**src/hdl/int_pipe_cfg.svh**
```systemverilog
`ifndef INT_PIPE_CFG_SVH
`define INT_PIPE_CFG_SVH

`define XLEN     64
`define INST_W   32
`define REG_NUM  32

// addi x0, x0, 0
`define NOP_INST 32'h0000_0013

`endif

```
**src/hdl/int_pipe_pkg.sv**
```systemverilog
`default_nettype none
`include "int_pipe_cfg.svh"

package int_pipe_pkg;

  typedef logic [`XLEN-1:0]             xlen_t;
  typedef logic [`INST_W-1:0]           inst_t;
  typedef logic [$clog2(`REG_NUM)-1:0]  reg_addr_t;

  typedef enum logic [3:0] {
    alu_add,
    alu_sub,
    alu_slt,
    alu_sltu,
    alu_xor,
    alu_or,
    alu_and,
    alu_sll,
    alu_srl,
    alu_sra
  } alu_op_e;

  // branch and jump kinds resolved in execute
  typedef enum logic [3:0] {
    bj_none,
    bj_beq,
    bj_bne,
    bj_blt,
    bj_bge,
    bj_bltu,
    bj_bgeu,
    bj_jal,
    bj_jalr
  } bj_op_e;

  typedef struct packed {
    xlen_t     pc;
    xlen_t     op1;
    xlen_t     op2;
    xlen_t     src1;
    xlen_t     src2;
    xlen_t     jmp_imm;
    alu_op_e   alu_op;
    bj_op_e    bj_op;
    logic      is_word;
    reg_addr_t rd;
    logic      rd_wen;
  } id_ex_t;

endpackage

`default_nettype wire

```
**src/hdl/pipe_ifs.sv**
```systemverilog
`timescale 1ns/1ps
`default_nettype none


// retire port of execute
interface wb_if;
  import int_pipe_pkg::*;

  logic      valid;
  logic      ready;
  logic      wen;
  reg_addr_t rd;
  xlen_t     data;

  modport src (output valid, output wen, output rd, output data, input ready);
  modport rf  (input valid, input ready, input wen, input rd, input data);
  // bypass only; a transfer into execute implies ready
  modport byp (input valid, input wen, input rd, input data);
endinterface

`default_nettype wire

```
**src/hdl/regfile.sv**
```systemverilog
`timescale 1ns/1ps
`default_nettype none
`include "int_pipe_cfg.svh"

module regfile (
  input  wire                              clk,
  input  wire                              rst,
  input  wire int_pipe_pkg::reg_addr_t     rs1_addr,
  input  wire int_pipe_pkg::reg_addr_t     rs2_addr,
  output int_pipe_pkg::xlen_t              rs1_data,
  output int_pipe_pkg::xlen_t              rs2_data,
  wb_if.rf                                 wb
);
  import int_pipe_pkg::*;

  xlen_t regs [`REG_NUM];

  always_ff @(posedge clk) begin
    if (rst) begin
      for (int i = 0; i < `REG_NUM; i++) begin
        regs[i] <= '0;
      end
    end else if (wb.valid && wb.ready && wb.wen) begin
      regs[wb.rd] <= wb.data;
    end
  end

  // x0 is hardwired
  assign rs1_data = (rs1_addr == '0) ? '0 : regs[rs1_addr];
  assign rs2_data = (rs2_addr == '0) ? '0 : regs[rs2_addr];

endmodule

`default_nettype wire

```
**src/flat_wrapper.sv**
```systemverilog
// flat-port wrapper written by rule: the top's interface ports become plain ports
module regfile_flat import int_pipe_pkg::*;
  (clk, rst, rs1_addr, rs2_addr, rs1_data, rs2_data, wb_valid, wb_ready, wb_wen, wb_rd, wb_data);
  wb_if wb_i ();
  input  wire clk;
  input  wire rst;
  input  wire int_pipe_pkg::reg_addr_t rs1_addr;
  input  wire int_pipe_pkg::reg_addr_t rs2_addr;
  output int_pipe_pkg::xlen_t rs1_data;
  output int_pipe_pkg::xlen_t rs2_data;
  input wire logic [$bits(wb_i.valid)-1:0] wb_valid;
  input wire logic [$bits(wb_i.ready)-1:0] wb_ready;
  input wire logic [$bits(wb_i.wen)-1:0] wb_wen;
  input wire logic [$bits(wb_i.rd)-1:0] wb_rd;
  input wire logic [$bits(wb_i.data)-1:0] wb_data;
  assign wb_i.valid = wb_valid;
  assign wb_i.ready = wb_ready;
  assign wb_i.wen = wb_wen;
  assign wb_i.rd = wb_rd;
  assign wb_i.data = wb_data;
  regfile u_core (.clk(clk), .rst(rst), .rs1_addr(rs1_addr), .rs2_addr(rs2_addr), .rs1_data(rs1_data), .rs2_data(rs2_data), .wb(wb_i));
endmodule
```
**config.mk**
```make
export PLATFORM = sky130hd
export DESIGN_NAME = regfile_flat
export DESIGN_NICKNAME = d
export VERILOG_FILES = /design/src/hdl/int_pipe_pkg.sv /design/src/hdl/pipe_ifs.sv /design/src/hdl/regfile.sv /design/src/flat_wrapper.sv
export VERILOG_INCLUDE_DIRS = /design/src /design/src/hdl
export SDC_FILE = /design/constraint.sdc
export NUM_CORES = 2
export LEC_CHECK = 0
export BUFFER_PORTS_ARGS = -buffer_cell sky130_fd_sc_hd__buf_2
export CAP_MARGIN = 20
export CORE_ASPECT_RATIO = 2
export CORE_MARGIN = 10
export CORE_UTILIZATION = 30
export DETAILED_ROUTE_END_ITERATION = 12
export SYNTH_ARGS = -nofsm -noshare
export SYNTH_HDL_FRONTEND = slang
export SYNTH_SLANG_ARGS = --single-unit
```
**constraint.sdc**
```tcl
create_clock -name clk -period 6.25 [get_ports clk]
set_input_delay 0.3125 -clock clk [delete_from_list [all_inputs] [get_ports clk]]
set_output_delay 0.3125 -clock clk [all_outputs]
set_load 0.005 [all_outputs]
```
==> results.tsv <==
metric	value	unit
Leak	41.1	nW
Worst EP arrival	3820	ps
Avg Vias per Cell	5.92	
startpoint class of the critical path	primary input	
Synth Register Bits	2048	
max-slew violations	0	
Seq/Total Area, Yosys	56.5	%
WL final	432000	µm
hold_ws	45.7	ps
cell area power density	264	mW/mm²
EDFF count, synth	2048	
Area growth, synth to finish	11.1	%
Reg area	0.0615	mm²
slack of the critical path	2110	ps
CP max FO	61	
warnings from Yosys	0	
# fillers	34399	
Post-CTS Hold Fix Bufs	0	
Critical Path Start	rs1_addr[0]	
worst hold path class	primary input to flip-flop	
Fin Setup TNS	0	ps
DRC viols	0	
# port buffers	211	
Max Cap Viol	0	
number of distinct library cells after synthesis	48	
Area contributors post-synth	edfxtp_1, mux4_2, and2_1, mux2i_1, clkbuf_1	
Final Hold Violating Endpoints	0	
Die Wd	446	µm
first-pass detailed-route iteration total	5	
die area	0.389	mm²
initial antenna violation count	86	
Top FF cell, synth	edfxtp_1	
Placer Congestion	0.867	
placed cell area	0.115	mm²
synthesized area per cell	15.2	µm²
Largest regs	u_core.regs: 2048 flops	
Layout Cell Area excl Fill	0.121	mm²
share of cells above drive strength 1	26.2	%
CP endpoint	rs1_data[47]	
setup bufs post-CTS	0	
Worst Tran Pin Value	1250	ps
cts repair resizes	0	
GRT overflow	0	
first-pass GRT wire length	588000	µm
Max Root-Sink Buffers	4	
Setup Viol. Count Final	0	
unrepaired setup endpoints after global routing	false	
final critical-path required period	4140	ps
outcome	finished, final reports clean	
die height	872	µm
num ports	212	
largest net degree at the start of global routing	111	
Required @ worst endpoint	5940	ps
Max VDD drop	0.000213	V
core area	0.361	mm²
vias	70259	
critical path endpoint category	primary output	
syn_nets	7260	
post-place setup slack	1870	ps
Initial Utilization	30.1	%
Commonest cells post-synth	and2_1, edfxtp_1, mux4_2, clkbuf_1, mux2i_1	
mapped cell area	0.109	mm²
Routed WL per cell	36.4	µm
CTS clk-pin slew, worst paths	70	ps
leading area contributor after synthesis	edfxtp_1	
fmax	242	MHz
Multi-input gate area	0.0443	mm²
slew margin rel.	16.5	%
top cell type's share of synthesized area	56.5	%
Mapped Cells	7176	
row cnt	312	
nets@finish	7075	
largest register by flop count	u_core.regs	
root buf cell	clkbuf_16	
Tot GR Track Use	21.4	%
TritonCTS clock tree	built	
TritonCTS Buffers	175	
vias in the first global route	72364	
H-tree depth	4	
max reg flops	2048	
CTS sink count	2048	
Detailed Route Iter0 Violations	8980	
Post-synth ARST share	0	%
Antenna Nets Post-Route	0	
crit path kind	primary input to primary output	
final period utilization	66.2	%
most common cell in the netlist	and2_1	
DP HPWL	269000	µm
## cell type report
class                   count  area share (%)
inverters                   7          0.0217
repair buffers            440            2.78
flip-flops and latches   2048            50.9
well taps                4710            4.87
clock buffers             208            3.76
diodes                     36          0.0745
multi-input cells        4319            36.7
clock inverters            96           0.949
## layer usage
layer	up-vias	wire, µm	global-route usage (%)
met5	-	293	0
met4	42	33000	14.5
met3	1393	41200	4.79
met2	4673	213000	36.3
met1	36992	145000	24.0
li1	27159	-	-
## critical path: stages
cell and delay, ps:
buf_8 720, buf_4 560, mux2i_1 990, o221ai_1 280
buf_4 260, a211o_1 220, and3_1 210, buf_2 150
## cells by family (layout without fill, tap and decap cells)
logic type | Yosys count | after routing | share of synthesized area [%]
AOI/OAI and AO/OA | 494 | 494 | 3.57
buffers and inverters | 809 | 751 | 3.13
and+or+nand+nor | 2423 | 2423 | 13.6
DFF | 2048 | 2048 | 56.5
other | 0 | 36 | 0
muxes | 1402 | 1402 | 23.2
## cell usage in the layout (no fill, tap or decap), types with 55 or more instances in the layout
| master | netlist | final |
|---|---|---|
| and2_1 | 2055 | 2054 |
| edfxtp_1 | 2048 | 2048 |
| mux4_2 | 875 | 875 |
| mux2i_1 | 363 | 363 |
| buf_2 | 158 | 204 |
| buf_4 | 29 | 186 |
| clkbuf_16 | 0 | 177 |
| mux2_2 | 164 | 164 |
| o22ai_1 | 106 | 106 |
| nand2_1 | 76 | 74 |
| a221oi_1 | 68 | 68 |
| a22oi_1 | 66 | 66 |
| a22o_1 | 63 | 63 |
| o221ai_1 | 61 | 61 |
| a211o_1 | 56 | 56 |
| and3_1 | 56 | 56 |
| nand3_1 | 55 | 55 |
## worst min path at each step
stage	cells past startpoint	from	endpoint
after CTS	2	wb_data[43]	u_core.regs[13][43]
after floorplan	1	wb_data[0]	u_core.regs[0][0]
after detailed placement	2	wb_data[35]	u_core.regs[0][35]
after global placement	2	wb_data[35]	u_core.regs[7][35]
after global routing	2	wb_data[49]	u_core.regs[0][49]
final	2	wb_data[49]	u_core.regs[0][49]
## power by group
part           internal (mW)  switching (mW)
registers               15.8           0.385
clock network           6.28            5.38
logic                   1.60            2.48
total                   23.7            8.24
## through the flow
| stage | total power [mW] | instances | util [%] |
|---|---|---|---|
| after global routing | 32.5 | 11834 | 33.5 |
| final | 31.9 | 11864 | 33.5 |
| after floorplan | 18.6 | 7176 | - |
| after global placement | 20.4 | 11521 | 31.9 |
| after CTS | 31.9 | 11827 | 33.4 |
| after detailed placement | 20.5 | 11523 | 31.9 |
No activity file was read; power rests on OpenSTA's default activity.
