$ cat src/hdl/int_pipe_cfg.svh
`ifndef INT_PIPE_CFG_SVH
`define INT_PIPE_CFG_SVH

`define XLEN     64
`define INST_W   32
`define REG_NUM  32

// addi x0, x0, 0
`define NOP_INST 32'h0000_0013

`endif

$ cat src/hdl/int_pipe_pkg.sv
`default_nettype none
`include "int_pipe_cfg.svh"

package int_pipe_pkg;

  typedef logic [`XLEN-1:0]             xlen_t;
  typedef logic [`INST_W-1:0]           inst_t;
  typedef logic [$clog2(`REG_NUM)-1:0]  reg_addr_t;

  typedef enum logic [3:0] {
    alu_add,
    alu_sub,
    alu_slt,
    alu_sltu,
    alu_xor,
    alu_or,
    alu_and,
    alu_sll,
    alu_srl,
    alu_sra
  } alu_op_e;

  // branch and jump kinds resolved in execute
  typedef enum logic [3:0] {
    bj_none,
    bj_beq,
    bj_bne,
    bj_blt,
    bj_bge,
    bj_bltu,
    bj_bgeu,
    bj_jal,
    bj_jalr
  } bj_op_e;

  typedef struct packed {
    xlen_t     pc;
    xlen_t     op1;
    xlen_t     op2;
    xlen_t     src1;
    xlen_t     src2;
    xlen_t     jmp_imm;
    alu_op_e   alu_op;
    bj_op_e    bj_op;
    logic      is_word;
    reg_addr_t rd;
    logic      rd_wen;
  } id_ex_t;

endpackage

`default_nettype wire

$ cat src/hdl/pipe_ifs.sv
`timescale 1ns/1ps
`default_nettype none

// decode to execute, valid/allowin handshake
interface id_ex_if;
  import int_pipe_pkg::*;

  logic   valid;
  logic   allowin;
  id_ex_t payload;

  modport src (output valid, output payload, input allowin);
  modport snk (input valid, input payload, output allowin);
endinterface

// retire port of execute
interface wb_if;
  import int_pipe_pkg::*;

  logic      valid;
  logic      ready;
  logic      wen;
  reg_addr_t rd;
  xlen_t     data;

  modport src (output valid, output wen, output rd, output data, input ready);
  modport rf  (input valid, input ready, input wen, input rd, input data);
  // bypass only; a transfer into execute implies ready
  modport byp (input valid, input wen, input rd, input data);
endinterface

`default_nettype wire

$ cat src/hdl/ex_stage.sv
`timescale 1ns/1ps
`default_nettype none
`include "int_pipe_cfg.svh"

module ex_stage (
  input  wire                   clk,
  input  wire                   rst,
  id_ex_if.snk                  id_ex,
  wb_if.src                     wb,
  output logic                  redirect_valid,
  output int_pipe_pkg::xlen_t   redirect_pc,
  output int_pipe_pkg::xlen_t   wb_pc
);
  import int_pipe_pkg::*;

  logic   ex_valid;
  logic   retire;
  logic   taken;
  id_ex_t ex_r;
  xlen_t  alu_raw;
  xlen_t  alu_res;
  xlen_t  jalr_tgt;

  assign id_ex.allowin = !ex_valid || wb.ready;
  assign retire        = ex_valid && wb.ready;

  always_ff @(posedge clk) begin
    if (rst) begin
      ex_valid <= 1'b0;
    end else if (id_ex.allowin) begin
      ex_valid <= id_ex.valid;
    end
  end

  always_ff @(posedge clk) begin
    if (id_ex.valid && id_ex.allowin) begin
      ex_r <= id_ex.payload;
    end
  end

  // word ops shift by 5 bits and only see the low half
  wire [5:0]  shamt  = ex_r.is_word ? {1'b0, ex_r.op2[4:0]} : ex_r.op2[5:0];
  wire [31:0] op1_lo = ex_r.op1[31:0];

  always_comb begin
    case (ex_r.alu_op)
      alu_add:  alu_raw = ex_r.op1 + ex_r.op2;
      alu_sub:  alu_raw = ex_r.op1 - ex_r.op2;
      alu_slt:  alu_raw = xlen_t'($signed(ex_r.op1) < $signed(ex_r.op2));
      alu_sltu: alu_raw = xlen_t'(ex_r.op1 < ex_r.op2);
      alu_xor:  alu_raw = ex_r.op1 ^ ex_r.op2;
      alu_or:   alu_raw = ex_r.op1 | ex_r.op2;
      alu_and:  alu_raw = ex_r.op1 & ex_r.op2;
      alu_sll:  alu_raw = ex_r.op1 << shamt;
      alu_srl: begin
        alu_raw = ex_r.is_word ? xlen_t'(op1_lo >> shamt) : ex_r.op1 >> shamt;
      end
      alu_sra: begin
        alu_raw = ex_r.is_word ? xlen_t'($signed(op1_lo) >>> shamt)
                               : xlen_t'($signed(ex_r.op1) >>> shamt);
      end
      default:  alu_raw = '0;
    endcase
  end

  assign alu_res = ex_r.is_word ? {{(`XLEN-32){alu_raw[31]}}, alu_raw[31:0]} : alu_raw;

  // branch condition
  wire eq  = (ex_r.src1 == ex_r.src2);
  wire lt  = ($signed(ex_r.src1) < $signed(ex_r.src2));
  wire ltu = (ex_r.src1 < ex_r.src2);

  always_comb begin
    case (ex_r.bj_op)
      bj_beq:  taken = eq;
      bj_bne:  taken = !eq;
      bj_blt:  taken = lt;
      bj_bge:  taken = !lt;
      bj_bltu: taken = ltu;
      bj_bgeu: taken = !ltu;
      bj_jal,
      bj_jalr: taken = 1'b1;
      default: taken = 1'b0;
    endcase
  end

  assign jalr_tgt = ex_r.src1 + ex_r.jmp_imm;
  assign redirect_pc = (ex_r.bj_op == bj_jalr) ? {jalr_tgt[`XLEN-1:1], 1'b0}
                                               : ex_r.pc + ex_r.jmp_imm;
  // one pulse, only when the jump actually retires
  assign redirect_valid = retire && taken;

  // link value for jumps comes out of the adder as pc + 4
  assign wb.valid = ex_valid;
  assign wb.wen   = ex_r.rd_wen;
  assign wb.rd    = ex_r.rd;
  assign wb.data  = alu_res;
  assign wb_pc    = ex_r.pc;

endmodule

`default_nettype wire

$ cat src/flat_wrapper.sv
// flat-port wrapper written by rule: the top's interface ports become plain ports
module ex_stage_flat import int_pipe_pkg::*;
  (clk, rst, redirect_valid, redirect_pc, wb_pc, id_ex_valid, id_ex_payload, id_ex_allowin, wb_valid, wb_wen, wb_rd, wb_data, wb_ready);
  id_ex_if id_ex_i ();
  wb_if wb_i ();
  input  wire clk;
  input  wire rst;
  output logic redirect_valid;
  output int_pipe_pkg::xlen_t redirect_pc;
  output int_pipe_pkg::xlen_t wb_pc;
  input wire logic [$bits(id_ex_i.valid)-1:0] id_ex_valid;
  input wire logic [$bits(id_ex_i.payload)-1:0] id_ex_payload;
  output wire logic [$bits(id_ex_i.allowin)-1:0] id_ex_allowin;
  output wire logic [$bits(wb_i.valid)-1:0] wb_valid;
  output wire logic [$bits(wb_i.wen)-1:0] wb_wen;
  output wire logic [$bits(wb_i.rd)-1:0] wb_rd;
  output wire logic [$bits(wb_i.data)-1:0] wb_data;
  input wire logic [$bits(wb_i.ready)-1:0] wb_ready;
  assign id_ex_i.valid = id_ex_valid;
  assign id_ex_i.payload = id_ex_payload;
  assign id_ex_allowin = id_ex_i.allowin;
  assign wb_valid = wb_i.valid;
  assign wb_wen = wb_i.wen;
  assign wb_rd = wb_i.rd;
  assign wb_data = wb_i.data;
  assign wb_i.ready = wb_ready;
  ex_stage u_core (.clk(clk), .rst(rst), .id_ex(id_ex_i), .wb(wb_i), .redirect_valid(redirect_valid), .redirect_pc(redirect_pc), .wb_pc(wb_pc));
endmodule
$ cat config.mk
export PLATFORM = sky130hd
export DESIGN_NAME = ex_stage_flat
export DESIGN_NICKNAME = d
export VERILOG_FILES = /design/src/hdl/int_pipe_pkg.sv /design/src/hdl/pipe_ifs.sv /design/src/hdl/ex_stage.sv /design/src/flat_wrapper.sv
export VERILOG_INCLUDE_DIRS = /design/src /design/src/hdl
export SDC_FILE = /design/constraint.sdc
export NUM_CORES = 2
export LEC_CHECK = 0
export BUFFER_PORTS_ARGS = -buffer_cell sky130_fd_sc_hd__buf_4
export CAP_MARGIN = 20
export CORE_ASPECT_RATIO = 1.2
export CORE_MARGIN = 1
export CORE_UTILIZATION = 25
export DETAILED_ROUTE_END_ITERATION = 12
export HOLD_SLACK_MARGIN = 0.03
export SLEW_MARGIN = 20
export SYNTH_ARGS = -nofsm -noshare
export SYNTH_HDL_FRONTEND = slang
export SYNTH_SLANG_ARGS = --single-unit
$ cat constraint.sdc
create_clock -name clk -period 18.9 [get_ports clk]
set_input_delay 2.835 -clock clk [delete_from_list [all_inputs] [get_ports clk]]
set_output_delay 2.835 -clock clk [all_outputs]
set_load 0.01 [all_outputs]
==> impl_metrics.toml <==
[setup_path]
cp.required_ns = 16.07
path_common_cell = "o31ai_1"
crit_path_start_kind = "flop"
worstPathArrival_ns = 7.01
crit_path_cell_trace = "buf_4 > clkinv_2 > ha_1 > nor2b_1 > o21ai_0 > a31oi_1 > o31ai_1 > o31ai_1 > a21oi_1 > o31ai_1 > a211oi_2 > o31ai_1 > nor3_1 > nor4_1 > o311ai_0 > buf_4"
max_stage_delay_ns = 0.77
worst-setup-path-type = "reg -> out"
cp_slowest_cell = "o31ai_1"
worstPathMaxFanout = 32
cp_top_family = "compound AO/OA/AOI/OAI gates"
critPathBufInv = 3
endpoint_kind = "output pin"

[placement]
hpwl_um = 196000
dp_cells = 7736
gp_congestion = 1.049
place_ws_ns = 9.957
port_buffers = 603

[floorplan]
die_w_um = 377.2
die_area_mm2 = 0.1706
core_area_mm2 = 0.1670
start_util_pct = 25.28
io_pins = 604
rows = 164
dieHeight_um = 452.2

[yosys]
synth_top_family_by_area = "compound AO/OA/AOI/OAI gates"
ys_top_cells_by_count = "a21oi_1 (575), nor2_1 (547), nand2_1 (423)"
synth_edf_count = 399
synthTopCellsByArea = "edfxtp_1 (28%), ha_1 (12%), a21oi_1 (6.8%)"
ys_seq_elements = 400
syn_inst = 5186
synth.largest_area_cell = "edfxtp_1"
yosysMostFrequentCell = "a21oi_1"
synthArstFlopShare_pct = 0
syn_nets = 5984
synth_area_mm2 = 0.04223
yosysTopAreaCellShare_pct = 28.37
synth_cell_types = 91
avgSynthCellArea_um2 = 8.144
synth-seq-area-share_pct = 28.42
muxShareOfSynthArea_pct = 6.968
synth_fa_ha_area_share_pct = 11.77
synth_xor_area_share_pct = 3.318
synth-simple-area-share_pct = 15.20
yosysWarnings = 0
ys.flop_type = "edfxtp_1"
synth_compound_area_share_pct = 27.45

[grt]
grt.overflow.total = 0
antenna_found_initial = 27
grt_pass1_vias = 43760
grt_max_degree = 149
grt_first_pass_wirelength_um = 333900
grt_usage_pct = 27.62

[routing]
drt_iter0_drc = 4943
vias = 44720
drc = 0
routed_wl_um = 245200
ant_nets = 0
dr.pass1.iters = 8
wl_per_cell_um = 31.29
vias_per_cell = 5.707

[sta]
fmax_ghz = 0.1015
maxSlewViolCount = 0
final.setup_skew_ns = 0.03359
timing.final.crit_share_pct = 52.11
setup_viol = 0
rsz0062_at_grt = "false"
period_needed_ns = 9.849
hold_viol = 0
tightest_slew_ns = 1.325
slew_headroom_pct = 10.73
setup_ws_ns = 9.051
setup_tns_ns = 0

[finish]
final_cell_count_no_fill = 7835
regArea_mm2 = 0.01200
utilization_pct = 30.21
drive_above_1_share_pct = 16.09
final_nets = 6346
fill_cells = 17930
multi_input_area_mm2 = 0.02743
synthToLayoutAreaGrowth_pct = 19.47

[clock_network]
cts_tree = "built"
postCtsSetupRepairBufs = 0
clk_latency_ns = 0.66
holdBufCountCts = 0
cts_resized = 0
clk_path_buf_depth = 3
cts_sinks = 400
cts_buffers = 50
htree_levels = 2
clock_tree.root_cell = "clkbuf_16"
clk_pin_slew_ns = 0.07

[power]
p_sw_mw = 1.485
switching_share_pct = 40.94
seq_power_share_pct = 30.6
clkPwrFrac_pct = 28.5
p_comb_share_pct = 40.8
p_int_mw = 2.143
peakVddDrop_mv = 0.08491
finalPower_mw = 3.628
power_density_mw_per_mm2 = 71.90
power.leakage_nw = 21.26

[run_status]
outcome = "finished clean"

[min_path]
holdCritPathClass = "reg -> reg"

[job]
max_cap_violations = 0
[worst register-to-register path: stages (launching register included)]
cell,delay [ns]
dfxtp_1,0.33
nand2b_1,0.12
and2_4,0.53
buf_4,0.65
buf_12,0.49
buf_4,0.76
[flip-flops by register name, indices dropped and copies added (netlist names)]
| register | count |
|---|---|
| u_core.wb.wen | 1 |
| u_core.wb.valid | 1 |
| u_core.ex_r | 329 |
| u_core.wb.rd | 5 |
| u_core.wb_pc | 64 |
[logic make-up after synthesis]
logic type | after synthesis
compound gates | 1832
mux | 268
buf+inv | 696
flops | 400
simple gates | 1435
xor+xnor | 160
fa+ha+maj | 395
[layout make-up]
| class | count | share of cell area, % |
|---|---|---|
| Inverter | 309 | 2.304 |
| Antenna cell | 6 | 0.02976 |
| Sequential cell | 400 | 23.79 |
| Tap cell | 2241 | 5.557 |
| Multi-Input combinational cell | 4090 | 54.36 |
| Clock inverter | 32 | 0.8283 |
| Clock buffer | 60 | 2.596 |
| Timing Repair Buffer | 697 | 10.53 |
[power groups by stage]
stage / sequential (mW) / combinational, mW / clock (mW)
2_1_floorplan: 1.11 / 0.826 / 0
3_3_place_gp: 1.13 / 1.44 / 0
3_5_place_dp: 1.13 / 1.43 / 0
4_1_cts: 1.11 / 1.44 / 1.07
5_1_grt: 1.11 / 1.56 / 1.09
6_report: 1.11 / 1.48 / 1.04
[per-layer routing]
metal	track usage (%)	vias to the layer above	part of all wire (%)
li1	-	19820	-
met1	30.17	21540	36
met2	46.73	2628	47
met3	6.461	701	8.8
met4	20.08	22	8.8
met5	0	-	0.055
[final timing paths]
check                                                    end  cells past startpoint                    startpoint  slack (ns)
worst max-delay path                             wb_data[62]                     16    u_core.ex_r[209]$_DFFE_PP_        9.05
worst min register to register  u_core.wb.valid$_SDFFE_PP0N_                      2  u_core.wb.valid$_SDFFE_PP0N_        0.57
worst min-delay path            u_core.wb.valid$_SDFFE_PP0N_                      2  u_core.wb.valid$_SDFFE_PP0N_        0.57
worst max register to register    u_core.ex_r[334]$_DFFE_PP_                      5  u_core.wb.valid$_SDFFE_PP0N_       15.54
[cells in the final DEF (no fill, tap or decap), types with 28 or more instances in the layout]
master / instances
nor2b_1: 42
o21ai_0: 413
and3_1: 29
inv_1: 299
ha_1: 391
o22ai_1: 80
o31ai_1: 34
o21a_1: 35
clkbuf_16: 51
a211oi_1: 85
nor3_1: 83
and2_1: 29
nor2_1: 539
mux2_2: 28
a221oi_1: 28
buf_4: 691
nor4_1: 32
mux2i_1: 221
nand4_1: 67
xor2_1: 62
o211ai_1: 62
a21o_1: 142
a21oi_1: 575
nand2b_1: 51
nand2_1: 422
o221ai_1: 47
xnor2_1: 98
a31oi_1: 51
o21bai_1: 58
edfxtp_1: 399
nand3_1: 58
[through the flow]
step	hold WS, ns	instance area [um^2]
2_1_floorplan	0.6054	42230
3_3_place_gp	0.5585	48670
3_5_place_dp	0.5542	48680
5_1_grt	0.6092	50440
4_1_cts	0.5720	50400
6_report	0.5715	50450
Power figures use the tool's default switching activity.
