--- config.mk ---
export PLATFORM = sky130hd
export DESIGN_NAME = id_stage_flat
export DESIGN_NICKNAME = d
export VERILOG_FILES = /design/src/hdl/int_pipe_pkg.sv /design/src/hdl/pipe_ifs.sv /design/src/hdl/id_stage.sv /design/src/flat_wrapper.sv
export VERILOG_INCLUDE_DIRS = /design/src /design/src/hdl
export SDC_FILE = /design/constraint.sdc
export NUM_CORES = 1
export LEC_CHECK = 0
export BUFFER_PORTS_ARGS = -buffer_cell sky130_fd_sc_hd__buf_4
export CORE_AREA = 2 2 276 278
export DETAILED_ROUTE_END_ITERATION = 10
export DIE_AREA = 0 0 278 280
export GPL_TIMING_DRIVEN = 0
export PLACE_DENSITY_LB_ADDON = 0.25
export SLEW_MARGIN = 40
export SYNTH_ARGS = -nofsm -noshare
export SYNTH_HDL_FRONTEND = slang
export SYNTH_SLANG_ARGS = --single-unit
--- constraint.sdc ---
create_clock -name clk -period 6.47 [get_ports clk]
set_input_delay 1.294 -clock clk [delete_from_list [all_inputs] [get_ports clk]]
set_output_delay 1.294 -clock clk [all_outputs]
set_load 0.05 [all_outputs]
--- src/hdl/int_pipe_cfg.svh ---
`ifndef INT_PIPE_CFG_SVH
`define INT_PIPE_CFG_SVH

`define XLEN     64
`define INST_W   32
`define REG_NUM  32

// addi x0, x0, 0
`define NOP_INST 32'h0000_0013

`endif

--- src/hdl/int_pipe_pkg.sv ---
`default_nettype none
`include "int_pipe_cfg.svh"

package int_pipe_pkg;

  typedef logic [`XLEN-1:0]             xlen_t;
  typedef logic [`INST_W-1:0]           inst_t;
  typedef logic [$clog2(`REG_NUM)-1:0]  reg_addr_t;

  typedef enum logic [3:0] {
    alu_add,
    alu_sub,
    alu_slt,
    alu_sltu,
    alu_xor,
    alu_or,
    alu_and,
    alu_sll,
    alu_srl,
    alu_sra
  } alu_op_e;

  // branch and jump kinds resolved in execute
  typedef enum logic [3:0] {
    bj_none,
    bj_beq,
    bj_bne,
    bj_blt,
    bj_bge,
    bj_bltu,
    bj_bgeu,
    bj_jal,
    bj_jalr
  } bj_op_e;

  typedef struct packed {
    xlen_t     pc;
    xlen_t     op1;
    xlen_t     op2;
    xlen_t     src1;
    xlen_t     src2;
    xlen_t     jmp_imm;
    alu_op_e   alu_op;
    bj_op_e    bj_op;
    logic      is_word;
    reg_addr_t rd;
    logic      rd_wen;
  } id_ex_t;

endpackage

`default_nettype wire

--- src/hdl/pipe_ifs.sv ---
`timescale 1ns/1ps
`default_nettype none

// decode to execute, valid/allowin handshake
interface id_ex_if;
  import int_pipe_pkg::*;

  logic   valid;
  logic   allowin;
  id_ex_t payload;

  modport src (output valid, output payload, input allowin);
  modport snk (input valid, input payload, output allowin);
endinterface

// retire port of execute
interface wb_if;
  import int_pipe_pkg::*;

  logic      valid;
  logic      ready;
  logic      wen;
  reg_addr_t rd;
  xlen_t     data;

  modport src (output valid, output wen, output rd, output data, input ready);
  modport rf  (input valid, input ready, input wen, input rd, input data);
  // bypass only; a transfer into execute implies ready
  modport byp (input valid, input wen, input rd, input data);
endinterface

`default_nettype wire

--- src/hdl/id_stage.sv ---
`timescale 1ns/1ps
`default_nettype none
`include "int_pipe_cfg.svh"

module id_stage (
  input  wire                          clk,
  input  wire                          rst,
  input  wire                          inst_valid,
  input  wire int_pipe_pkg::inst_t     inst,
  input  wire int_pipe_pkg::xlen_t     pc,
  output logic                         inst_allowin,
  output int_pipe_pkg::reg_addr_t      rs1_addr,
  output int_pipe_pkg::reg_addr_t      rs2_addr,
  input  wire int_pipe_pkg::xlen_t     rs1_data,
  input  wire int_pipe_pkg::xlen_t     rs2_data,
  input  wire                          redirect_valid,
  wb_if.byp                            wb,
  id_ex_if.src                         id_ex
);
  import int_pipe_pkg::*;

  logic    id_valid;
  inst_t   inst_r;
  xlen_t   pc_r;
  inst_t   id_inst;
  xlen_t   src1;
  xlen_t   src2;
  xlen_t   imm_i;
  xlen_t   imm_b;
  xlen_t   imm_u;
  xlen_t   imm_j;
  alu_op_e alu_op;
  bj_op_e  bj_op;
  id_ex_t  pl;

  assign inst_allowin = !id_valid || id_ex.allowin;
  // flushed instruction never reaches execute
  assign id_ex.valid = id_valid && !redirect_valid;

  always_ff @(posedge clk) begin
    if (rst) begin
      id_valid <= 1'b0;
    end else if (redirect_valid) begin
      id_valid <= 1'b0;
    end else if (inst_allowin) begin
      id_valid <= inst_valid;
    end
  end

  always_ff @(posedge clk) begin
    if (inst_valid && inst_allowin) begin
      inst_r <= inst;
      pc_r   <= pc;
    end
  end

  // empty stage decodes as a nop
  assign id_inst = id_valid ? inst_r : `NOP_INST;

  wire [6:0] opcode = id_inst[6:0];
  wire [2:0] funct3 = id_inst[14:12];

  wire op_imm     = (opcode == 7'h13);
  wire op_imm_w   = (opcode == 7'h1b);
  wire op_reg     = (opcode == 7'h33);
  wire op_reg_w   = (opcode == 7'h3b);
  wire op_lui     = (opcode == 7'h37);
  wire op_auipc   = (opcode == 7'h17);
  wire op_jal     = (opcode == 7'h6f);
  wire op_jalr    = (opcode == 7'h67);
  wire op_br      = (opcode == 7'h63);
  wire is_word    = op_imm_w || op_reg_w;
  wire word_f3_ok = (funct3 == 3'd0) || (funct3 == 3'd1) || (funct3 == 3'd5);
  wire arith      = op_imm || op_reg || (is_word && word_f3_ok);
  wire rd_write   = arith || op_lui || op_auipc || op_jal || op_jalr;

  assign rs1_addr = id_inst[19:15];
  assign rs2_addr = id_inst[24:20];

  assign imm_i = {{(`XLEN-12){id_inst[31]}}, id_inst[31:20]};
  assign imm_b = {{(`XLEN-13){id_inst[31]}}, id_inst[31], id_inst[7],
                  id_inst[30:25], id_inst[11:8], 1'b0};
  assign imm_u = {{(`XLEN-32){id_inst[31]}}, id_inst[31:12], 12'b0};
  assign imm_j = {{(`XLEN-21){id_inst[31]}}, id_inst[31], id_inst[19:12],
                  id_inst[20], id_inst[30:21], 1'b0};

  // bypass from the instruction in the retire slot
  assign src1 = (wb.valid && wb.wen && wb.rd == rs1_addr) ? wb.data : rs1_data;
  assign src2 = (wb.valid && wb.wen && wb.rd == rs2_addr) ? wb.data : rs2_data;

  always_comb begin
    alu_op = alu_add;
    if (arith) begin
      case (funct3)
        3'd0: alu_op = ((op_reg || op_reg_w) && id_inst[30]) ? alu_sub : alu_add;
        3'd1: alu_op = alu_sll;
        3'd2: alu_op = alu_slt;
        3'd3: alu_op = alu_sltu;
        3'd4: alu_op = alu_xor;
        3'd5: alu_op = id_inst[30] ? alu_sra : alu_srl;
        3'd6: alu_op = alu_or;
        default: alu_op = alu_and;
      endcase
    end
  end

  always_comb begin
    bj_op = bj_none;
    if (op_jal) begin
      bj_op = bj_jal;
    end else if (op_jalr) begin
      bj_op = bj_jalr;
    end else if (op_br) begin
      case (funct3)
        3'd0: bj_op = bj_beq;
        3'd1: bj_op = bj_bne;
        3'd4: bj_op = bj_blt;
        3'd5: bj_op = bj_bge;
        3'd6: bj_op = bj_bltu;
        3'd7: bj_op = bj_bgeu;
        default: bj_op = bj_none;
      endcase
    end
  end

  always_comb begin
    pl.pc      = pc_r;
    pl.src1    = src1;
    pl.src2    = src2;
    pl.alu_op  = alu_op;
    pl.bj_op   = bj_op;
    pl.is_word = is_word;
    pl.rd      = id_inst[11:7];
    pl.rd_wen  = rd_write && (id_inst[11:7] != '0);
    pl.jmp_imm = op_jal ? imm_j : (op_jalr ? imm_i : imm_b);
    if (op_lui) begin
      pl.op1 = '0;
      pl.op2 = imm_u;
    end else if (op_auipc) begin
      pl.op1 = pc_r;
      pl.op2 = imm_u;
    end else if (op_jal || op_jalr) begin
      // link value
      pl.op1 = pc_r;
      pl.op2 = xlen_t'(4);
    end else if (op_imm || op_imm_w) begin
      pl.op1 = src1;
      pl.op2 = imm_i;
    end else begin
      pl.op1 = src1;
      pl.op2 = src2;
    end
  end

  assign id_ex.payload = pl;

endmodule

`default_nettype wire

--- src/flat_wrapper.sv ---
// flat-port wrapper written by rule: the top's interface ports become plain ports
module id_stage_flat import int_pipe_pkg::*;
  (clk, rst, inst_valid, inst, pc, inst_allowin, rs1_addr, rs2_addr, rs1_data, rs2_data, redirect_valid, wb_valid, wb_wen, wb_rd, wb_data, id_ex_valid, id_ex_payload, id_ex_allowin);
  wb_if wb_i ();
  id_ex_if id_ex_i ();
  input  wire clk;
  input  wire rst;
  input  wire inst_valid;
  input  wire int_pipe_pkg::inst_t inst;
  input  wire int_pipe_pkg::xlen_t pc;
  output logic inst_allowin;
  output int_pipe_pkg::reg_addr_t rs1_addr;
  output int_pipe_pkg::reg_addr_t rs2_addr;
  input  wire int_pipe_pkg::xlen_t rs1_data;
  input  wire int_pipe_pkg::xlen_t rs2_data;
  input  wire redirect_valid;
  input wire logic [$bits(wb_i.valid)-1:0] wb_valid;
  input wire logic [$bits(wb_i.wen)-1:0] wb_wen;
  input wire logic [$bits(wb_i.rd)-1:0] wb_rd;
  input wire logic [$bits(wb_i.data)-1:0] wb_data;
  output wire logic [$bits(id_ex_i.valid)-1:0] id_ex_valid;
  output wire logic [$bits(id_ex_i.payload)-1:0] id_ex_payload;
  input wire logic [$bits(id_ex_i.allowin)-1:0] id_ex_allowin;
  assign wb_i.valid = wb_valid;
  assign wb_i.wen = wb_wen;
  assign wb_i.rd = wb_rd;
  assign wb_i.data = wb_data;
  assign id_ex_valid = id_ex_i.valid;
  assign id_ex_payload = id_ex_i.payload;
  assign id_ex_i.allowin = id_ex_allowin;
  id_stage u_core (.clk(clk), .rst(rst), .inst_valid(inst_valid), .inst(inst), .pc(pc), .inst_allowin(inst_allowin), .rs1_addr(rs1_addr), .rs2_addr(rs2_addr), .rs1_data(rs1_data), .rs2_data(rs2_data), .redirect_valid(redirect_valid), .wb(wb_i), .id_ex(id_ex_i));
endmodule
==> summary.json, run 1 <==
{
  "synthesis": {
    "number_of_enable_flip_flop_cells_after_synthesis": 96,
    "yosysTopAreaCell": "sky130_fd_sc_hd__edfxtp_1",
    "post_synth_main_area_contributors": "sky130_fd_sc_hd__edfxtp_1 (33%), sky130_fd_sc_hd__mux2_2 (7.9%), sky130_fd_sc_hd__a32oi_1 (6.5%)",
    "synthesis_warning_total": 0,
    "synthArstFlopShare_pct": 0,
    "fraction_of_the_yosys_area_taken_by_sequential_cells_pct": 33.4,
    "post_synth_num_cell_types": 56,
    "post-synth-top-area-fraction_pct": 33.1,
    "avgSynthCellArea_sq_um": 9.24,
    "synth_nets": 1242,
    "commonest_register_cell_after_synthesis": "sky130_fd_sc_hd__edfxtp_1",
    "mappedNetlistArea_sq_um": 8700,
    "syn_inst": 942,
    "ys_seq_elements": 97
  },
  "route": {
    "vias_per_cell": 4.31,
    "drt_first_iter_violations": 701,
    "route.antenna.remaining_nets": 0,
    "detailroute.via_count": 11400,
    "routed_wl_um": 70400,
    "dr.pass1.iters": 8,
    "route.detailed.drc": 0,
    "wire_per_inst_um": 26.5
  },
  "cts": {
    "clock_sink_count": 97,
    "cts-resized-gates": 0,
    "tritoncts": "yes",
    "cts_hold_repair.buffers": 0,
    "clockBufferDepth": 2,
    "clock_latency_ns": 0.40,
    "cts.root.buffer_cell": "sky130_fd_sc_hd__clkbuf_16",
    "cts_htree_levels": 3,
    "cts-buffers-inserted": 9,
    "number_of_setup_buffers_added_after_cts": 0,
    "clkSlewWorstSetupHoldPaths_ns": 0.08
  },
  "floorplanning": {
    "dieHeight_um": 280,
    "floorplan.rows": 101,
    "initial_core_util_pct": 11.6,
    "dieArea_sq_um": 77800,
    "die_w_um": 278,
    "core-area_sq_um": 75200,
    "floorplan.io_pins": 711
  },
  "sta": {
    "hold_viol_final": 0,
    "maxSlewViolCount": 0,
    "unrepaired_setup_endpoints_after_global_routing": "false",
    "skew_ns": 0.0102,
    "tightestPinTransition_ns": 0.870,
    "worst_setup_slack_final_ns": 1.16,
    "max_clock_freq_mhz": 188,
    "setup_total_negative_slack_ns": 0,
    "finalCriticalPeriod_ns": 5.31,
    "timing.final.crit_share_pct": 82.1,
    "timing.final.setup_violations": 0,
    "max-slew-margin-rel_pct": 41.9
  },
  "worst_setup_path": {
    "critical_path_cell_count": 10,
    "worst-r2r-cell-count": 8,
    "path_max_fanout": 10,
    "cp_num_buf_inv": 5,
    "critical_path.slowest_cell": "sky130_fd_sc_hd__mux2i_1",
    "timing.setup.critical_path_class": "primary input to output port",
    "critical_path.cell_chain": "buf_4 -> a21bo_1 -> a31oi_1 -> buf_2 -> a211o_1 -> buf_4 -> buf_4 -> mux2i_1 -> a21oi_1 -> buf_4",
    "critPathTopFamily": "buffers and inverters",
    "crit_arrival_ns": 4.02,
    "worst_ep_required_time_ns": 5.18,
    "critPathCaptureType": "output port",
    "path_common_cell": "sky130_fd_sc_hd__buf_4",
    "worst_path_largest_cell_delay_ns": 0.47,
    "cp-start-kind": "primary input"
  },
  "global_route": {
    "groute.usage.overall_pct": 17.2,
    "first_global_vias": 11700,
    "initial_antenna_violation_count": 9,
    "grt_start_max_net_pins": 47,
    "wire_length_of_the_first_global_routing_pass_um": 94000,
    "gr-total-overflow": 0
  },
  "power": {
    "netSwitchingPower_uw": 1160,
    "static-leakage-power_uw": 0.00723,
    "clkPwrFrac_pct": 22.7,
    "power.switching_fraction_pct": 45.3,
    "seq_power_share_pct": 29.8,
    "power.internal_uw": 1390,
    "power.density_cell_area_nw_per_um2": 162,
    "max-vdd-ir-drop_uv": 89.0,
    "relative_contribution_of_combinational_cells_to_total_power_pct": 47.5
  },
  "finish": {
    "design.final.nets": 1969,
    "multi_input_comb_area_sq_um": 4850,
    "ff_latch_area_sq_um": 2900,
    "area_growth_syn_to_layout_pct": 80.8,
    "drive_gt1_share_pct": 54.9,
    "layout.filler_cells": 8374
  },
  "placed_design": {
    "gp_congestion": 0.892,
    "dpl_worst_slack_ns": 1.09,
    "numPortBuffers": 710,
    "dp.final_hpwl_um": 58700
  },
  "run_status": {
    "run_status": "finished, final reports clean"
  },
  "flow_run": {
    "drv_cap": 0
  },
  "hold_path": {
    "hold_path.class": "primary input to flip-flop",
    "hold_depth": 2
  }
}
==> worst reg2reg max path: stages, from the launching register on <==
cell	delay, ns
sky130_fd_sc_hd__dfxtp_1	0.32
sky130_fd_sc_hd__buf_4	0.16
sky130_fd_sc_hd__buf_6	0.17
sky130_fd_sc_hd__buf_2	0.25
sky130_fd_sc_hd__clkbuf_1	0.50
sky130_fd_sc_hd__nand2b_1	0.19
sky130_fd_sc_hd__and2_4	0.30
sky130_fd_sc_hd__buf_12	0.20
sky130_fd_sc_hd__buf_12	0.20
==> flip-flops by register name, indices dropped and copies added, names as in the netlist <==
| register | flops |
|---|---|
| u_core.inst_r | 32 |
| u_core.id_valid | 1 |
| u_core.pc_r | 64 |
==> kinds of logic (layout without fill, tap and decap cells) <==
kind of cell    count (synthesis)  after routing  share of synthesized area, %
compound gates                285            285                          25.7
flops                          97             97                          33.4
xor+xnor                        6              6                         0.604
mux                           115            115                          14.9
simple gates                  231            231                          13.8
other cells                     0              2                             0
buf+inv                       208            939                          11.6
==> cells in the final DEF (no fill, tap or decap), types with 8 or more instances in the layout <==
cell type and instances:
sky130_fd_sc_hd__edfxtp_1 96, sky130_fd_sc_hd__a2111oi_2 11, sky130_fd_sc_hd__a21o_1 20, sky130_fd_sc_hd__nor2b_1 9
sky130_fd_sc_hd__and2_1 27, sky130_fd_sc_hd__nor2_1 12, sky130_fd_sc_hd__a211oi_1 18, sky130_fd_sc_hd__a31o_2 9
sky130_fd_sc_hd__clkbuf_16 9, sky130_fd_sc_hd__o21ai_0 13, sky130_fd_sc_hd__mux2_2 61, sky130_fd_sc_hd__buf_4 760
sky130_fd_sc_hd__inv_1 60, sky130_fd_sc_hd__clkbuf_1 60, sky130_fd_sc_hd__mux2_4 12, sky130_fd_sc_hd__nand2_1 87
sky130_fd_sc_hd__buf_2 24, sky130_fd_sc_hd__mux2i_1 36, sky130_fd_sc_hd__clkbuf_2 8, sky130_fd_sc_hd__nand4_1 69
sky130_fd_sc_hd__o211ai_1 65, sky130_fd_sc_hd__a21oi_1 34, sky130_fd_sc_hd__a32oi_1 65, sky130_fd_sc_hd__o2bb2ai_1 16
sky130_fd_sc_hd__a2111oi_1 8
==> stage by stage <==
step	cells	instance area [sq um]	utilization, %	power (uW)	hold slack [ns]
2_1_floorplan	942	8700	-	1460	1.37
3_5_place_dp	2636	15400	20.5	1990	1.46
5_1_grt	2651	15700	20.9	2660	1.04
6_report	2653	15700	20.9	2550	1.06
3_3_place_gp	2630	15300	20.3	1980	1.46
4_1_cts	2651	15700	20.9	2600	1.03
==> routing by layer <==
| metal | vias up | track usage [%] | routed length, um |
|---|---|---|---|
| met5 | - | 0 | 33 |
| met4 | 6 | 4.14 | 1360 |
| met3 | 65 | 4.02 | 4440 |
| met2 | 586 | 30.1 | 34800 |
| met1 | 5690 | 21.1 | 29700 |
| li1 | 5082 | - | - |
==> path summary, 6_finish.rpt <==
kind / to / from / slack, ns
max: id_ex_payload[242] / wb_rd[3] / 1.16
min: u_core.id_valid / rst / 1.06
max reg2reg: u_core.pc_r[34] / u_core.id_valid / 3.85
min reg2reg: u_core.id_valid / u_core.id_valid / 1.50
==> cell usage after synthesis, types with 2 or more instances <==
| cell | number |
|---|---|
| sky130_fd_sc_hd__mux2i_1 | 36 |
| sky130_fd_sc_hd__o211ai_1 | 65 |
| sky130_fd_sc_hd__buf_2 | 24 |
| sky130_fd_sc_hd__nand2_1 | 87 |
| sky130_fd_sc_hd__nand4_1 | 69 |
| sky130_fd_sc_hd__clkbuf_1 | 67 |
| sky130_fd_sc_hd__nor2_1 | 12 |
| sky130_fd_sc_hd__o21ai_1 | 2 |
| sky130_fd_sc_hd__nand3_1 | 3 |
| sky130_fd_sc_hd__o2bb2ai_1 | 16 |
| sky130_fd_sc_hd__inv_1 | 60 |
| sky130_fd_sc_hd__mux2_1 | 6 |
| sky130_fd_sc_hd__a21o_1 | 20 |
| sky130_fd_sc_hd__nand2b_1 | 5 |
| sky130_fd_sc_hd__a31oi_1 | 4 |
| sky130_fd_sc_hd__a2111oi_2 | 10 |
| sky130_fd_sc_hd__nand4b_1 | 2 |
| sky130_fd_sc_hd__nor3_1 | 5 |
| sky130_fd_sc_hd__edfxtp_1 | 96 |
| sky130_fd_sc_hd__buf_6 | 2 |
| sky130_fd_sc_hd__buf_4 | 50 |
| sky130_fd_sc_hd__a2111oi_0 | 9 |
| sky130_fd_sc_hd__a32oi_1 | 65 |
| sky130_fd_sc_hd__xnor2_1 | 6 |
| sky130_fd_sc_hd__mux2_4 | 12 |
| sky130_fd_sc_hd__a2bb2oi_1 | 2 |
| sky130_fd_sc_hd__mux2_2 | 61 |
| sky130_fd_sc_hd__o21ai_0 | 13 |
| sky130_fd_sc_hd__o41ai_1 | 2 |
| sky130_fd_sc_hd__a31o_2 | 9 |
| sky130_fd_sc_hd__nor2b_1 | 9 |
| sky130_fd_sc_hd__a21oi_1 | 36 |
| sky130_fd_sc_hd__buf_1 | 5 |
| sky130_fd_sc_hd__and2_1 | 29 |
| sky130_fd_sc_hd__a211oi_1 | 21 |
| sky130_fd_sc_hd__nand2_2 | 2 |
==> final cells by class <==
| cell class | instances | share of cell area, % |
|---|---|---|
| antenna | 2 | 0.0318 |
| buffer | 148 | 5.07 |
| clock buffer | 9 | 1.43 |
| clock inverter | 6 | 0.278 |
| inverter | 60 | 1.43 |
| multi-input combinational | 637 | 30.8 |
| sequential | 97 | 18.4 |
| tap | 978 | 7.78 |
| timing repair buffer | 716 | 34.7 |
==> power groups by stage <==
stage | Clock, uW | Combinational (uW) | Sequential [uW]
after global placement | 0 | 1200 | 779
after floorplan | 0 | 613 | 848
after global routing | 631 | 1260 | 764
after CTS | 622 | 1220 | 760
after detailed placement | 0 | 1220 | 774
final | 580 | 1210 | 760
Note: power is estimated with default switching activity, not from simulation.
==> run 2: changes to the inputs <==
Clock period 6.47 ns to 4.71 ns, I/O delays scaled along.
==> summary.json, run 2 (synthesis results as in run 1) <==
{
  "sta": {
    "hold_slack": {"value": 0.705, "unit": "ns", "change": "was 1.06 ns"},
    "skew": {"value": 0.0117, "unit": "ns", "change": "was 0.0102 ns"},
    "hold_viol_final": {"value": 0, "change": "unchanged"},
    "maxSlewViolCount": {"value": 0, "change": "unchanged"},
    "finalCriticalPeriod_ns": 4.59,
    "unrepaired_setup_endpoints_after_global_routing": {"value": "true", "change": "was false"},
    "max-slew-margin-rel": {"value": 40.2, "unit": "%", "change": "was 41.9%"},
    "max_clock_freq_mhz": 218,
    "tightestPinTransition": {"value": 0.897, "unit": "ns", "change": "was 0.870 ns"},
    "timing.final.setup_violations": {"value": 0, "change": "unchanged"},
    "timing.final.crit_share_pct": 97.5
  },
  "worst_setup_path": {
    "critPathTopFamily": {"value": "buffers and inverters", "change": "unchanged"},
    "critical_path.cell_chain": {"value": "buf_4 -> a21bo_1 -> a31oi_1 -> buf_2 -> a211o_1 -> buf_4 -> buf_4 -> mux2i_1 -> a21oi_1 -> buf_4", "change": "unchanged"},
    "crit_arrival": {"value": 3.65, "unit": "ns", "change": "was 4.02 ns"},
    "critical_path.slowest_cell": {"value": "sky130_fd_sc_hd__mux2i_1", "change": "unchanged"},
    "path_max_fanout": {"value": 10, "change": "unchanged"},
    "timing.setup.critical_path_class": {"value": "primary input to output port", "change": "unchanged"},
    "worst_path_largest_cell_delay": {"value": 0.46, "unit": "ns", "change": "was 0.47 ns"},
    "cp-start-kind": {"value": "primary input", "change": "unchanged"},
    "worst_ep_required_time": {"value": 3.77, "unit": "ns", "change": "was 5.18 ns"},
    "critPathCaptureType": {"value": "output port", "change": "unchanged"},
    "cp_num_buf_inv": {"value": 5, "change": "unchanged"},
    "path_common_cell": {"value": "sky130_fd_sc_hd__buf_4", "change": "unchanged"}
  },
  "cts": {
    "clkSlewWorstSetupHoldPaths": {"value": 0.08, "unit": "ns", "change": "about the same"},
    "clockBufferDepth": {"value": 2, "change": "unchanged"},
    "tritoncts": {"value": "yes", "change": "unchanged"},
    "clock_latency": {"value": 0.40, "unit": "ns", "change": "about the same"},
    "number_of_setup_buffers_added_after_cts": {"value": 0, "change": "unchanged"},
    "cts_hold_repair.buffers": {"value": 0, "change": "unchanged"},
    "cts-buffers-inserted": {"value": 9, "change": "unchanged"},
    "clock_sink_count": {"value": 97, "change": "unchanged"},
    "cts-resized-gates": {"value": 5, "change": "was 0"},
    "cts.root.buffer_cell": {"value": "sky130_fd_sc_hd__clkbuf_16", "change": "unchanged"},
    "cts_htree_levels": {"value": 3, "change": "unchanged"}
  },
  "power": {
    "max-vdd-ir-drop": {"value": 123, "unit": "uV", "change": "was 89.0 uV"},
    "static-leakage-power": {"value": 0.00725, "unit": "uW", "change": "was 0.00723 uW"},
    "power.density_cell_area": {"value": 223, "unit": "nW/um^2", "change": "was 162 nW/um^2"},
    "power": {"value": 3510, "unit": "uW", "change": "was 2550 uW"}
  },
  "route": {
    "met3_length": {"value": 4510, "unit": "um", "change": "was 4440 um"},
    "met2_length": {"value": 34900, "unit": "um", "change": "was 34800 um"},
    "route.antenna.remaining_nets": {"value": 0, "change": "unchanged"},
    "route.detailed.drc": {"value": 0, "change": "unchanged"},
    "wire_per_inst": {"value": 26.6, "unit": "um", "change": "was 26.5 um"},
    "route.layer.met1.wl": {"value": 29600, "unit": "um", "change": "was 29700 um"},
    "drt_first_iter_violations": {"value": 693, "change": "was 701"},
    "dr.pass1.iters": {"value": 5, "change": "was 8"},
    "detailroute.via_count": {"value": 11400, "change": "about the same"},
    "topRoutingLayerUsed": {"value": "met5", "change": "unchanged"},
    "vias_per_cell": {"value": 4.32, "change": "was 4.31"},
    "routed_wl": {"value": 70400, "unit": "um", "change": "about the same"}
  },
  "floorplanning": {
    "floorplan.io_pins": {"value": 711, "change": "unchanged"},
    "floorplan.rows": {"value": 101, "change": "unchanged"},
    "dieHeight": {"value": 280, "unit": "um", "change": "unchanged"},
    "initial_core_util": {"value": 11.6, "unit": "%", "change": "unchanged"},
    "core-area": {"value": 75200, "unit": "sq um", "change": "unchanged"},
    "dieArea": {"value": 77800, "unit": "sq um", "change": "unchanged"},
    "die_w": {"value": 278, "unit": "um", "change": "unchanged"}
  },
  "global_route": {
    "groute.usage.overall": {"value": 17.2, "unit": "%", "change": "unchanged"},
    "gr-total-overflow": {"value": 0, "change": "unchanged"},
    "initial_antenna_violation_count": {"value": 9, "change": "unchanged"},
    "wire_length_of_the_first_global_routing_pass": {"value": 94000, "unit": "um", "change": "unchanged"},
    "grt_start_max_net_pins": {"value": 47, "change": "unchanged"},
    "first_global_vias": {"value": 11700, "change": "about the same"}
  },
  "finish": {
    "commonest_cells_after_routing_fill_and_taps_aside": {"value": "sky130_fd_sc_hd__buf_4 (760), sky130_fd_sc_hd__edfxtp_1 (96), sky130_fd_sc_hd__nand2_1 (86)", "change": "was sky130_fd_sc_hd__buf_4 (760), sky130_fd_sc_hd__edfxtp_1 (96), sky130_fd_sc_hd__nand2_1 (87)"},
    "layout.filler_cells": {"value": 8369, "change": "was 8374"},
    "largest_register_ffs": {"value": 64, "change": "unchanged"},
    "max_flop_register": {"value": "u_core.pc_r", "change": "unchanged"},
    "largest_registers": {"value": "u_core.pc_r (64), u_core.inst_r (32), u_core.id_valid (1)", "change": "unchanged"},
    "drive_gt1_share": {"value": 55.4, "unit": "%", "change": "was 54.9%"},
    "area_growth_syn_to_layout": {"value": 81.1, "unit": "%", "change": "was 80.8%"},
    "layout_commonest_cell": {"value": "sky130_fd_sc_hd__buf_4", "change": "unchanged"},
    "design.final.nets": {"value": 1969, "change": "unchanged"}
  },
  "flow_run": {
    "drv_cap": {"value": 0, "change": "unchanged"}
  },
  "hold_path": {
    "hold_path.class": {"value": "primary input to flip-flop", "change": "unchanged"}
  },
  "placed_design": {
    "gp_congestion": {"value": 0.892, "change": "unchanged"},
    "dp.final_hpwl": {"value": 58700, "unit": "um", "change": "unchanged"},
    "numPortBuffers": {"value": 710, "change": "unchanged"}
  },
  "run_status": {
    "run_status": {"value": "finished, final reports clean", "change": "unchanged"}
  }
}
-- run 2: metal layers --
layer / up-vias / track usage [%]
met4: 6 / 4.14
met3: 69 / 4.02
met1: 5697 / 21.1
met2: 601 / 30.1
li1: 5076 / -
met5: - / 0
-- run 2: through the flow --
stage / util (%) / setup TNS (ns) / setup WS, ns / cells / cell area (sq um)
3_3_place_gp: 20.3 / -145.78 / -1.41 / 2630 / 15300
6_report: 21.0 / 0 / 0.117 / 2652 / 15800
3_5_place_dp: 20.5 / 0 / 0.0347 / 2636 / 15400
2_1_floorplan: - / 0 / 0.329 / 942 / 8700
4_1_cts: 20.9 / 0 / 0.0317 / 2651 / 15700
5_1_grt: 21.0 / -0.0137 / -0.00704 / 2651 / 15800
-- run 2: worst reg2reg max path: stages, from the launching register on --
cell	delay, ns
sky130_fd_sc_hd__dfxtp_1	0.32
sky130_fd_sc_hd__buf_4	0.16
sky130_fd_sc_hd__buf_6	0.17
sky130_fd_sc_hd__buf_2	0.26
sky130_fd_sc_hd__clkbuf_1	0.52
sky130_fd_sc_hd__nand2b_1	0.19
sky130_fd_sc_hd__and2_4	0.30
sky130_fd_sc_hd__buf_12	0.20
sky130_fd_sc_hd__buf_12	0.20
-- run 2: worst paths after layout --
path / from / to / slack (ns) / cells after the start
min reg2reg: u_core.id_valid / u_core.id_valid / 1.51 / 6
max reg2reg: u_core.id_valid / u_core.pc_r[34] / 2.07 / 8
max: wb_rd[3] / id_ex_payload[242] / 0.12 / 10
min: rst / u_core.id_valid / 0.71 / 2
-- run 2: area by class of cell --
cell class	instances	area [sq um]	share of cell area, %
well taps	978	1220	7.76
multi-input cells	637	4860	30.8
repair buffers	716	5460	34.6
clock inverters	6	43.8	0.278
plain buffers	148	817	5.18
flip-flops and latches	97	2900	18.4
clock buffers	9	225	1.43
inverters	60	225	1.43
diodes	1	2.50	0.0159
-- run 2: where the power goes --
group          switching, uW  total, uW  internal [uW]  leakage, uW
clock network            436        797            361     0.000134
logic                   1120       1670            546      0.00617
registers               35.4       1040           1010     0.000943
total                   1590       3510           1920      0.00725
==> run 3: changes to the inputs <==
Settings changed: CTS_CLUSTER_SIZE from default to 10.
Clock period 4.71 ns to 4 ns, I/O delays scaled along.
==> summary.json, run 3 (synthesis results as in run 1) <==
{
  "route": {
    "drt_first_iter_violations": {"value": 614, "change": "was 693"},
    "dr.pass1.iters": {"value": 5, "change": "unchanged"},
    "wire_per_inst": {"value": 26.3, "unit": "um", "change": "was 26.6 um"},
    "route.antenna.remaining_nets": {"value": 0, "change": "unchanged"},
    "vias_per_cell": {"value": 4.32, "change": "about the same"},
    "routed_wl": {"value": 69900, "unit": "um", "change": "was 70400 um"},
    "detailroute.via_count": {"value": 11500, "change": "was 11400"},
    "route.detailed.drc": {"value": 0, "change": "unchanged"}
  },
  "sta": {
    "hold_slack": {"value": 0.558, "unit": "ns", "change": "was 0.705 ns"},
    "finalCriticalPeriod_ns": 3.92,
    "skew": {"value": 0.0273, "unit": "ns", "change": "was 0.0117 ns"},
    "setup_total_negative_slack": {"value": 0, "unit": "ns", "change": "unchanged"},
    "timing.final.setup_violations": {"value": 0, "change": "unchanged"},
    "tightestPinTransition": {"value": 0.898, "unit": "ns", "change": "was 0.897 ns"},
    "max-slew-margin-rel": {"value": 40.1, "unit": "%", "change": "was 40.2%"},
    "timing.final.crit_share_pct": 98.0,
    "maxSlewViolCount": {"value": 0, "change": "unchanged"},
    "max_clock_freq_mhz": 255,
    "hold_viol_final": {"value": 0, "change": "unchanged"}
  },
  "placed_design": {
    "numPortBuffers": {"value": 710, "change": "unchanged"},
    "placed_cells": {"value": 2636, "change": "unchanged"},
    "gp_congestion": {"value": 0.886, "change": "was 0.892"},
    "dp.final_hpwl": {"value": 58200, "unit": "um", "change": "was 58700 um"}
  },
  "cts": {
    "tritoncts": {"value": "yes", "change": "unchanged"},
    "clkSlewWorstSetupHoldPaths": {"value": 0.11, "unit": "ns", "change": "was 0.08 ns"},
    "clock_latency": {"value": 0.41, "unit": "ns", "change": "was 0.40 ns"},
    "cts_htree_levels": {"value": 3, "change": "unchanged"},
    "cts-buffers-inserted": {"value": 9, "change": "unchanged"},
    "clock_sink_count": {"value": 97, "change": "unchanged"},
    "clockBufferDepth": {"value": 2, "change": "unchanged"},
    "cts_hold_repair.buffers": {"value": 0, "change": "unchanged"},
    "cts.root.buffer_cell": {"value": "sky130_fd_sc_hd__clkbuf_16", "change": "unchanged"}
  },
  "worst_setup_path": {
    "crit_end": {"value": "id_ex_payload[240]", "change": "was id_ex_payload[242]"},
    "crit_path_start": {"value": "wb_rd[3]", "change": "unchanged"},
    "worst_path_largest_cell_delay": {"value": 0.41, "unit": "ns", "change": "was 0.46 ns"},
    "critical_path.cell_chain": {"value": "buf_4 -> a21bo_1 -> a31oi_4 -> buf_2 -> a211o_1 -> buf_8 -> buf_6 -> mux2i_2 -> a21oi_1 -> buf_4", "change": "was buf_4 -> a21bo_1 -> a31oi_1 -> buf_2 -> a211o_1 -> buf_4 -> buf_4 -> mux2i_1 -> a21oi_1 -> buf_4"},
    "critPathTopFamily": {"value": "buffers and inverters", "change": "unchanged"},
    "timing.setup.critical_path_class": {"value": "primary input to output port", "change": "unchanged"},
    "worst-r2r-cell-count": {"value": 8, "change": "unchanged"},
    "cp-start-kind": {"value": "primary input", "change": "unchanged"},
    "reg2reg_slack": {"value": 1.43, "unit": "ns", "change": "was 2.07 ns"},
    "worst_ep_required_time": {"value": 3.20, "unit": "ns", "change": "was 3.77 ns"},
    "crit_arrival": {"value": 3.12, "unit": "ns", "change": "was 3.65 ns"},
    "r2r_end": {"value": "u_core.pc_r[44]", "change": "was u_core.pc_r[34]"},
    "critPathCaptureType": {"value": "output port", "change": "unchanged"},
    "path_max_fanout": {"value": 10, "change": "unchanged"},
    "critical_path_cell_count": {"value": 10, "change": "unchanged"},
    "path_common_cell": {"value": "sky130_fd_sc_hd__buf_4", "change": "unchanged"},
    "cp_num_buf_inv": {"value": 5, "change": "unchanged"},
    "critical_path.slowest_cell": {"value": "sky130_fd_sc_hd__mux2i_2", "change": "was sky130_fd_sc_hd__mux2i_1"},
    "rr_startpoint": {"value": "u_core.id_valid", "change": "unchanged"}
  },
  "power": {
    "power.density_cell_area": {"value": 269, "unit": "nW/um^2", "change": "was 223 nW/um^2"},
    "power": {"value": 4330, "unit": "uW", "change": "was 3510 uW"},
    "static-leakage-power": {"value": 0.00740, "unit": "uW", "change": "was 0.00725 uW"},
    "max-vdd-ir-drop": {"value": 162, "unit": "uV", "change": "was 123 uV"}
  },
  "finish": {
    "instances_no_fill": {"value": 2657, "change": "was 2652"},
    "drive_gt1_share": {"value": 58.5, "unit": "%", "change": "was 55.4%"},
    "area_growth_syn_to_layout": {"value": 85.2, "unit": "%", "change": "was 81.1%"},
    "layout_commonest_cell": {"value": "sky130_fd_sc_hd__buf_4", "change": "unchanged"},
    "final_core_util": {"value": 21.4, "unit": "%", "change": "was 21.0%"},
    "max_flop_register": {"value": "u_core.pc_r", "change": "unchanged"},
    "largest_register_ffs": {"value": 64, "change": "unchanged"},
    "largest_registers": {"value": "u_core.pc_r (64), u_core.inst_r (32), u_core.id_valid (1)", "change": "unchanged"},
    "commonest_cells_after_routing_fill_and_taps_aside": {"value": "sky130_fd_sc_hd__buf_4 (761), sky130_fd_sc_hd__edfxtp_1 (96), sky130_fd_sc_hd__nand2_1 (85)", "change": "was sky130_fd_sc_hd__buf_4 (760), sky130_fd_sc_hd__edfxtp_1 (96), sky130_fd_sc_hd__nand2_1 (86)"},
    "layout.filler_cells": {"value": 8315, "change": "was 8369"},
    "design.final.nets": {"value": 1969, "change": "unchanged"}
  },
  "floorplanning": {
    "dieArea": {"value": 77800, "unit": "sq um", "change": "unchanged"},
    "floorplan.rows": {"value": 101, "change": "unchanged"},
    "floorplan.io_pins": {"value": 711, "change": "unchanged"},
    "die_w": {"value": 278, "unit": "um", "change": "unchanged"},
    "core-area": {"value": 75200, "unit": "sq um", "change": "unchanged"},
    "initial_core_util": {"value": 11.6, "unit": "%", "change": "unchanged"},
    "dieHeight": {"value": 280, "unit": "um", "change": "unchanged"}
  },
  "global_route": {
    "grt_start_max_net_pins": {"value": 47, "change": "unchanged"},
    "groute.usage.overall": {"value": 17.0, "unit": "%", "change": "was 17.2%"},
    "gr-total-overflow": {"value": 0, "change": "unchanged"},
    "wire_length_of_the_first_global_routing_pass": {"value": 93100, "unit": "um", "change": "was 94000 um"},
    "initial_antenna_violation_count": {"value": 13, "change": "was 9"},
    "first_global_vias": {"value": 11700, "change": "about the same"}
  },
  "hold_path": {
    "hold_path.class": {"value": "primary input to flip-flop", "change": "unchanged"}
  },
  "flow_run": {
    "drv_cap": {"value": 0, "change": "unchanged"}
  },
  "run_status": {
    "run_status": {"value": "finished, final reports clean", "change": "unchanged"}
  }
}
==> run 3: changes by cell type in the layout (fill, tap and decap cells not counted), moves of 3 or more <==
| cell | previous run | this run |
|---|---|---|
| sky130_fd_sc_hd__a211oi_1 | 18 | 14 |
| sky130_fd_sc_hd__a211oi_2 | 3 | 7 |
| sky130_fd_sc_hd__buf_1 | 3 | 0 |
| sky130_fd_sc_hd__buf_6 | 2 | 6 |
| sky130_fd_sc_hd__clkbuf_1 | 55 | 24 |
| sky130_fd_sc_hd__clkbuf_2 | 13 | 36 |
| sky130_fd_sc_hd__clkbuf_4 | 2 | 6 |
| sky130_fd_sc_hd__diode_2 | 1 | 5 |
| sky130_fd_sc_hd__mux2i_1 | 35 | 29 |
| sky130_fd_sc_hd__mux2i_4 | 0 | 5 |
==> run 3: worst min-delay path by stage <==
stage	cells after the start	from	to	slack (ns)
2_1_floorplan	1	rst	u_core.id_valid	0.87
3_3_place_gp	2	rst	u_core.id_valid	0.97
3_5_place_dp	2	rst	u_core.id_valid	0.97
4_1_cts	1	pc[6]	u_core.pc_r[6]	0.52
5_1_grt	1	pc[57]	u_core.pc_r[57]	0.53
6_report	1	pc[57]	u_core.pc_r[57]	0.56
==> run 3: layout make-up <==
class / instances / area [sq um] / area share, %
timing repair buffer: 717 / 5480 / 34.0
multi-input combinational: 637 / 5030 / 31.2
sequential: 97 / 2900 / 18.0
tap: 978 / 1220 / 7.59
buffer: 147 / 907 / 5.63
clock buffer: 9 / 225 / 1.40
inverter: 60 / 225 / 1.40
clock inverter: 7 / 108 / 0.668
antenna: 5 / 12.5 / 0.0776
==> run 3: routing by layer <==
metal,share of wire [%],routed length [um],GRT usage [%]
met1,42,29000,21.0
met2,49,34600,29.5
met3,7.1,4960,4.01
met4,1.9,1340,4.67
met5,0.026,18,0
==> run 3: metrics by stage <==
stage	instance area, sq um	setup WS, ns
2_1_floorplan	8700	0.142
3_3_place_gp	15300	-0.932
3_5_place_dp	15500	-0.519
4_1_cts	16000	-0.174
5_1_grt	16100	-0.0235
6_report	16100	0.0799
==> run 3: power breakdown <==
part,switching [uW],total (uW),internal [uW]
sequential,45.1,1230,1190
combinational,1320,1970,653
clock,561,1130,566
total,1930,4330,2410
==> run 3: what timing repair did <==
action / in CTS / in global routing
pin swaps: 0 / 3
buffers inserted: 0 / 1
resized for setup: 67 / 33
setup endpoints to repair: 236 / 137
